### src/lin_pkg.sv
package lin_pkg;

    // Galois LFSR, right shifting form:
    //   next = lsb ? (state >> 1) ^ LFSR_TAPS : state >> 1
    // Polynomial taps 64, 63, 61, 60 map to bits 63, 62, 60, 59
    localparam logic [63:0] LFSR_TAPS = 64'hD800_0000_0000_0000;

    localparam int CNT_W = 16;                        // Width of count and sample tally

    // Default linear masks for the analysis
    localparam logic [63:0] DEFAULT_MASK_IN  = 64'h0000_0021_0000_0400;   // Plaintext side
    localparam logic [63:0] DEFAULT_MASK_OUT = 64'h0000_0400_0000_0021;   // Ciphertext side

endpackage

### src/cipher_pkg.sv
package cipher_pkg;

    typedef logic [31:0] half_t;                      // One Feistel half

    typedef union packed {
        logic [63:0] word;                            // Whole block, used by mask parity
        struct packed {
            half_t left;                              // Upper 32 bits
            half_t right;                             // Lower 32 bits
        } halves;                                     // Split view, used by the rounds
    } block_t;

    // PRESENT S-box, entry i sits at bits [4*i +: 4]
    localparam logic [63:0] SBOX_TABLE = 64'h2174_8FE3_DA09_B65C;

    function automatic logic [3:0] sbox(input logic [3:0] nib);
        return SBOX_TABLE[4*nib +: 4];                // Table lookup
    endfunction

    function automatic half_t round_key(input logic [63:0] key, input int idx);
        logic [127:0] dbl;                            // Key twice, for the rotation
        logic [5:0]   amt;                            // Rotation amount mod 64
        amt = 6'((7 * idx) % 64);
        dbl = {key, key} << amt;                      // Upper half is key rotated left
        return dbl[95:64];                            // Low 32 bits of rotated key
    endfunction

    function automatic half_t feistel_f(input half_t r, input half_t k);
        half_t x;                                     // Keyed input
        half_t y;                                     // After substitution
        x = r ^ k;
        for (int n = 0; n < 8; n++) begin
            y[4*n +: 4] = sbox(x[4*n +: 4]);          // Same S-box on every nibble
        end
        return {y[28:0], y[31:29]};                   // Rotate left by 3
    endfunction

endpackage

### src/message_lfsr.sv
`timescale 1ns/1ps

module message_lfsr (
    input  logic                clk,
    input  logic                rst_n,
    input  logic                start,               // Load pulse
    input  logic [63:0]         seed,
    output cipher_pkg::block_t  message,
    output logic                message_valid
);

    import lin_pkg::*;

    logic [63:0] lfsr_q;                              // Generator state, no reset
    logic        running_q;                           // Set once seeded

    always_ff @(posedge clk) begin
        if (!rst_n) begin
            running_q <= 1'b0;
        end else if (start && !running_q) begin
            running_q <= 1'b1;                        // Later starts are ignored
        end
    end

    always_ff @(posedge clk) begin
        if (start && !running_q) begin
            lfsr_q <= (seed == 64'd0) ? 64'd1 : seed; // All-zero state would lock up
        end else if (running_q) begin
            if (lfsr_q[0]) begin
                lfsr_q <= (lfsr_q >> 1) ^ LFSR_TAPS;  // Feedback into tap bits
            end else begin
                lfsr_q <= lfsr_q >> 1;
            end
        end
    end

    assign message.word  = lfsr_q;                    // New plaintext every cycle
    assign message_valid = running_q;

endmodule

### src/feistel_pipeline.sv
`timescale 1ns/1ps

module feistel_pipeline #(
    parameter int NUM_ROUNDS = 4                      // One round per stage
) (
    input  logic                clk,
    input  logic                rst_n,
    input  logic [63:0]         key,
    input  cipher_pkg::block_t  message,
    input  logic                message_valid,
    output cipher_pkg::block_t  ciphertext,
    output logic                ciphertext_valid
);

    import cipher_pkg::*;

    block_t                  stage_in [NUM_ROUNDS];   // Input of each round
    block_t                  stage_q  [NUM_ROUNDS];   // Stage registers, payload only
    logic [NUM_ROUNDS-1:0]   valid_q;                 // Valid bit per stage

    // Round i reads the previous stage, round 0 reads the message
    always_comb begin
        stage_in[0] = message;
        for (int i = 1; i < NUM_ROUNDS; i++) begin
            stage_in[i] = stage_q[i-1];
        end
    end

    // Feistel round: L' = R, R' = L ^ F(R, K_i)
    always_ff @(posedge clk) begin
        for (int i = 0; i < NUM_ROUNDS; i++) begin
            stage_q[i].halves.left  <= stage_in[i].halves.right;
            stage_q[i].halves.right <= stage_in[i].halves.left
                                     ^ feistel_f(stage_in[i].halves.right,
                                                 round_key(key, i));
        end
    end

    // Valid travels alongside the data
    always_ff @(posedge clk) begin
        if (!rst_n) begin
            valid_q <= '0;
        end else begin
            valid_q[0] <= message_valid;
            for (int i = 1; i < NUM_ROUNDS; i++) begin
                valid_q[i] <= valid_q[i-1];
            end
        end
    end

    assign ciphertext       = stage_q[NUM_ROUNDS-1];  // Last round output
    assign ciphertext_valid = valid_q[NUM_ROUNDS-1];  // NUM_ROUNDS cycles after message_valid

endmodule

### src/mask_delay_line.sv
`timescale 1ns/1ps

module mask_delay_line #(
    parameter int          NUM_ROUNDS = 4,                       // Must match pipeline depth
    parameter logic [63:0] MASK_IN    = lin_pkg::DEFAULT_MASK_IN
) (
    input  logic                clk,
    input  logic                rst_n,
    input  cipher_pkg::block_t  message,
    input  logic                message_valid,
    output logic                in_parity_aligned
);

    logic                  in_parity;                 // Parity of masked plaintext
    logic [NUM_ROUNDS-1:0] parity_q;                  // Bit 0 newest, top bit oldest

    assign in_parity = ^(message.word & MASK_IN);     // Input-mask dot product

    // Shifts only with the stream so it stays in step with the pipeline
    always_ff @(posedge clk) begin
        if (!rst_n) begin
            parity_q <= '0;
        end else if (message_valid) begin
            parity_q[0] <= in_parity;
            for (int i = 1; i < NUM_ROUNDS; i++) begin
                parity_q[i] <= parity_q[i-1];
            end
        end
    end

    assign in_parity_aligned = parity_q[NUM_ROUNDS-1]; // Belongs to the block now leaving

endmodule

### src/bias_counter.sv
`timescale 1ns/1ps

module bias_counter #(
    parameter logic [63:0] MASK_OUT    = lin_pkg::DEFAULT_MASK_OUT,
    parameter int unsigned NUM_SAMPLES = 200          // Must fit in CNT_W
) (
    input  logic                        clk,
    input  logic                        rst_n,
    input  logic                        start,
    input  cipher_pkg::block_t          ciphertext,
    input  logic                        ciphertext_valid,
    input  logic                        in_parity_aligned,
    output logic [lin_pkg::CNT_W-1:0]   count,        // Number of ones seen
    output logic                        done
);

    import lin_pkg::*;

    localparam logic [1:0] ST_IDLE  = 2'd0;           // Waiting for start
    localparam logic [1:0] ST_COUNT = 2'd1;           // Accumulating samples
    localparam logic [1:0] ST_DONE  = 2'd2;           // Result held

    logic [1:0]       state_q;
    logic             out_parity;                     // Parity of masked ciphertext
    logic             result_q;                       // Registered approximation bit
    logic             sample_q;                       // result_q holds a new sample
    logic [CNT_W-1:0] tally_q;                        // Samples consumed so far

    assign out_parity = ^(ciphertext.word & MASK_OUT);

    always_ff @(posedge clk) begin
        if (ciphertext_valid) begin
            result_q <= out_parity ^ in_parity_aligned;   // 1 when the relation fails
        end
    end

    always_ff @(posedge clk) begin
        if (!rst_n) begin
            state_q  <= ST_IDLE;
            sample_q <= 1'b0;
            tally_q  <= '0;
            count    <= '0;
        end else begin
            sample_q <= (state_q == ST_COUNT) && ciphertext_valid;
            case (state_q)
                ST_IDLE: begin
                    if (start) begin
                        state_q <= ST_COUNT;
                    end
                end
                ST_COUNT: begin
                    if (sample_q) begin
                        tally_q <= tally_q + 1'b1;
                        count   <= count + {{(CNT_W-1){1'b0}}, result_q};
                        if (tally_q == CNT_W'(NUM_SAMPLES - 1)) begin
                            state_q <= ST_DONE;       // Last sample just counted
                        end
                    end
                end
                ST_DONE: begin
                    state_q <= ST_DONE;               // Only reset leaves
                end
                default: begin
                    state_q <= ST_IDLE;
                end
            endcase
        end
    end

    assign done = (state_q == ST_DONE);

endmodule

### src/linear_bias_top.sv
`timescale 1ns/1ps

module linear_bias_top #(
    parameter int          NUM_ROUNDS  = 4,
    parameter logic [63:0] MASK_IN     = lin_pkg::DEFAULT_MASK_IN,
    parameter logic [63:0] MASK_OUT    = lin_pkg::DEFAULT_MASK_OUT,
    parameter int unsigned NUM_SAMPLES = 200
) (
    input  logic                        clk,
    input  logic                        rst_n,
    input  logic                        start,        // One-cycle pulse
    input  logic [63:0]                 seed,
    input  logic [63:0]                 key,
    output logic [lin_pkg::CNT_W-1:0]   count,
    output logic                        done
);

    import cipher_pkg::*;

    block_t message;                                  // Plaintext stream
    logic   message_valid;
    block_t ciphertext;                               // Pipeline output
    logic   ciphertext_valid;
    logic   in_parity_aligned;                        // Input-mask bit matched to ciphertext

    message_lfsr u_lfsr (
        .clk            (clk),
        .rst_n          (rst_n),
        .start          (start),
        .seed           (seed),
        .message        (message),
        .message_valid  (message_valid)
    );

    feistel_pipeline #(
        .NUM_ROUNDS (NUM_ROUNDS)
    ) u_cipher (
        .clk              (clk),
        .rst_n            (rst_n),
        .key              (key),
        .message          (message),
        .message_valid    (message_valid),
        .ciphertext       (ciphertext),
        .ciphertext_valid (ciphertext_valid)
    );

    mask_delay_line #(
        .NUM_ROUNDS (NUM_ROUNDS),                     // Same depth as the cipher
        .MASK_IN    (MASK_IN)
    ) u_delay (
        .clk               (clk),
        .rst_n             (rst_n),
        .message           (message),
        .message_valid     (message_valid),
        .in_parity_aligned (in_parity_aligned)
    );

    bias_counter #(
        .MASK_OUT    (MASK_OUT),
        .NUM_SAMPLES (NUM_SAMPLES)
    ) u_counter (
        .clk               (clk),
        .rst_n             (rst_n),
        .start             (start),
        .ciphertext        (ciphertext),
        .ciphertext_valid  (ciphertext_valid),
        .in_parity_aligned (in_parity_aligned),
        .count             (count),
        .done              (done)
    );

endmodule

### config.mk
export PLATFORM = sky130hd
export DESIGN_NAME = linear_bias_top
export DESIGN_NICKNAME = d
export VERILOG_FILES = /design/src/lin_pkg.sv /design/src/cipher_pkg.sv /design/src/message_lfsr.sv /design/src/feistel_pipeline.sv /design/src/mask_delay_line.sv /design/src/bias_counter.sv /design/src/linear_bias_top.sv
export SDC_FILE = /design/constraint.sdc
export NUM_CORES = 1
export LEC_CHECK = 0
export BUFFER_PORTS_ARGS = -buffer_cell sky130_fd_sc_hd__clkbuf_2
export CAP_MARGIN = 20
export CORE_ASPECT_RATIO = 2
export CORE_MARGIN = 1.5
export CORE_UTILIZATION = 40
export CTS_CLUSTER_SIZE = 16
export DETAILED_ROUTE_END_ITERATION = 6
export GPL_TIMING_DRIVEN = 0
export HOLD_SLACK_MARGIN = 0.02
export PLACE_DENSITY = 0.59
export SLEW_MARGIN = 5
export SYNTH_ARGS = -nofsm -noshare
export SYNTH_HDL_FRONTEND = slang
export SYNTH_SLANG_ARGS = --single-unit
### constraint.sdc
create_clock -name clk -period 4.48 [get_ports clk]
set_clock_uncertainty 0.15 [all_clocks]
set_input_delay 0.224 -clock clk [delete_from_list [all_inputs] [get_ports clk]]
set_output_delay 0.224 -clock clk [all_outputs]
set_load 0.02 [all_outputs]
==> results.json <==
{
  "synthSimpleGateAreaFrac_pct": 8.32,
  "synth-xor-area-share_pct": 15.0,
  "insertion_delay_ps": 440,
  "io_pins": 148,
  "synthesis.area_mm2": 0.00936,
  "cts_tree": "done",
  "vias": 6344,
  "ys_seq_area_share_pct": 46.5,
  "clock_sinks": 185,
  "clockBufferDepth": 2,
  "synth_cell_type_count": 45,
  "core-area_mm2": 0.0231,
  "grt_pass1_wl_um": 34200,
  "finalCritPeriodShare_pct": 54.1,
  "r2r_cells": 5,
  "antenna_found_initial": 1,
  "worstPathRequired_ps": 4640,
  "ys_top_cells_by_area": "dfxtp_1 26%, edfxtp_1 21%, xnor2_1 9.6%",
  "path_cells": "xnor2_1 > inv_1 > ha_1 > mux4_2 > xor2_1",
  "syn_inst": 773,
  "hp-class": "input pin to flip-flop",
  "grt_max_degree": 64,
  "fin_crit_ps": 2420,
  "power.leakage_nw": 4.82,
  "synth_top_area_share_pct": 25.7,
  "synth_compound_area_share_pct": 2.29,
  "synth_area_per_cell_um2": 12.1,
  "initialDrtViolationCount": 236,
  "grt_pass1_vias": 6617,
  "crit_cells": 5,
  "slew_headroom_pct": 47.1,
  "postCtsResizedCells": 0,
  "cp.buffers_inverters": 1,
  "hpwl_um": 17000,
  "final-setup-viol-count": 0,
  "dp_cells": 1190,
  "io_buffers": 133,
  "track_usage_pct": 18.6,
  "cap_violations": 0,
  "whs_path_depth": 3,
  "yosysMostFrequentCell": "dfxtp_1",
  "synth_top_family_by_area": "multiplexers",
  "ant_nets": 0,
  "end_kind": "flip-flop",
  "area_delta_synth_final_pct": 24.5,
  "async_flop_share_pct": 0,
  "drt-wirelength-per-cell_um": 16.9,
  "drive_gt1_share_pct": 26.8,
  "synthTopCellsByCount": "120 x dfxtp_1, 103 x xnor2_1, 67 x ha_1",
  "firstDrtPassIters": 4,
  "irDropWorstVdd_mv": 0.340,
  "cp_top_family": "XOR/XNOR gates",
  "cts_root_buf": "clkbuf_16",
  "worstMarginPinSlew_ps": 786,
  "syn_nets": 971,
  "htreeDepth": 4,
  "worstPathMaxFanout": 5,
  "arrival_ps": 2580,
  "finalHoldViolCount": 0,
  "via_per_inst": 4.93,
  "die_h_um": 219,
  "muxShareOfSynthArea_pct": 15.8,
  "tns_ps": 0,
  "grt_overflow": 0,
  "synthAdderAreaFrac_pct": 8.96,
  "wirelength_um": 21700,
  "layoutNonFillerInstCount": 1288,
  "die_area_mm2": 0.0244,
  "initial_core_util_pct": 40.4,
  "crit_path_max_incr_delay_ps": 470,
  "maxSlewViolCount": 0,
  "synth_top_cell_by_area": "dfxtp_1",
  "path_class": "flip-flop to flip-flop",
  "p_total_w": 0.00606,
  "rsz0062_at_grt": "false",
  "start_kind": "flip-flop",
  "ys.warnings.count": 0,
  "ys.flop_type": "dfxtp_1",
  "synth_edf_count": 65,
  "synth_seq_cells": 185,
  "routabilityCongestion": 0.846,
  "crit_path_top_delay_cell": "mux4_2",
  "drcViolationCount": 0,
  "num_rows": 79,
  "max_freq_mhz": 413,
  "status": "finished clean",
  "die-width_um": 111,
  "layout.nets": 1189,
  "power.density_mw_per_mm2": 520,
  "numCtsBuffers": 17,
  "clkSlewWorstSetupHoldPaths_ps": 70
}
cell families (layout without fill, tap and decap cells):
| group | count (synthesis) | in the layout |
|---|---|---|
| flip-flops | 185 | 185 |
| XOR/XNOR | 158 | 158 |
| AND/OR/NAND/NOR | 141 | 141 |
| multiplexers | 111 | 111 |
| buffers and inverters | 72 | 303 |
| adder cells (fa/ha/maj) | 67 | 67 |
| AO/OA/AOI/OAI | 39 | 39 |
| other | 0 | 1 |
cells in the final DEF (no fill, tap or decap), drive strengths merged, types with 3 or more instances in the layout:
cell	instances
ha	67
edfxtp	65
nor2	30
o21ai	8
nand3	6
nand2	23
dlygate4sd3	65
nand2b	3
mux4	23
xor2	55
nand4	14
mux2	60
nor3	16
dfxtp	120
and2	7
inv	63
a21oi	24
nor4	20
and3	4
buf	12
xnor2	103
mux2i	28
and4	4
or3	4
clkinv	5
clkbuf	155
or4	3
worst reg2reg max path, delay by kind of cell, from the launching register on:
family / cells / cell delay [ps]
flip-flops: 1 / 440
buffers and inverters: 1 / 160
XOR/XNOR: 2 / 710
multiplexers: 1 / 470
adder cells (fa/ha/maj): 1 / 360
sequential cells by signal (all words and copies together), names as in the netlist:
name and count:
u_counter.result_q 1, u_lfsr.message 64, u_counter.tally_q 16, u_counter.state_q 2
u_counter.sample_q 1, u_lfsr.message_valid 1, u_delay.parity_q 4, u_cipher.stage_q 76
u_counter.count 16, u_cipher.valid_q 4
worst paths after layout:
path,start,endpoint,slack (ps)
worst max-delay path,u_lfsr.message[20],u_cipher.stage_q[0][25],2060
worst min-delay path,seed[0],u_lfsr.message[0],50
worst min register to register,u_cipher.stage_q[0][10],u_cipher.stage_q[0][106],180
worst max register to register,u_lfsr.message[20],u_cipher.stage_q[0][25],2060
final cells by class:
type / count / area [um^2]
Sequential cell: 185 / 4350
Clock buffer: 17 / 425
Multi-Input combinational cell: 516 / 4710
Buffer: 16 / 80.1
Timing Repair Buffer: 199 / 1340
Inverter: 56 / 210
Fill cell: 2127 / 11500
Clock inverter: 15 / 160
Antenna cell: 1 / 2.50
Tap cell: 283 / 354
per-stage QoR:
step / hold WS, ps / utilization [%] / cell area [um^2] / setup WS (ps)
finish: 50.0 / 50.3 / 11600 / 2060
global route: 50.3 / 50.3 / 11600 / 1970
CTS: 34.8 / 50.3 / 11600 / 1920
detailed placement: 165 / 45.0 / 10400 / 2020
global placement: 160 / 44.9 / 10400 / 2050
floorplan: 160 / - / 9360 / 2360
report_power, final:
group,switching (W),total (W),internal (W)
Combinational,0.00102,0.00216,0.00114
Clock,0.000706,0.00150,0.000790
Sequential,0.000212,0.00240,0.00219
routing by layer:
metal	part of all wire [%]	GRT usage, %
met1	34	16.8
met2	59	37.7
met3	2.9	3.51
met4	4.8	10.5
met5	0	0
what timing repair did:
item	CTS	global route
setup buffers	0	0
hold buffers	65	0
endpoints found under the hold margin	69	0
No activity file was read; power rests on OpenSTA's default activity.
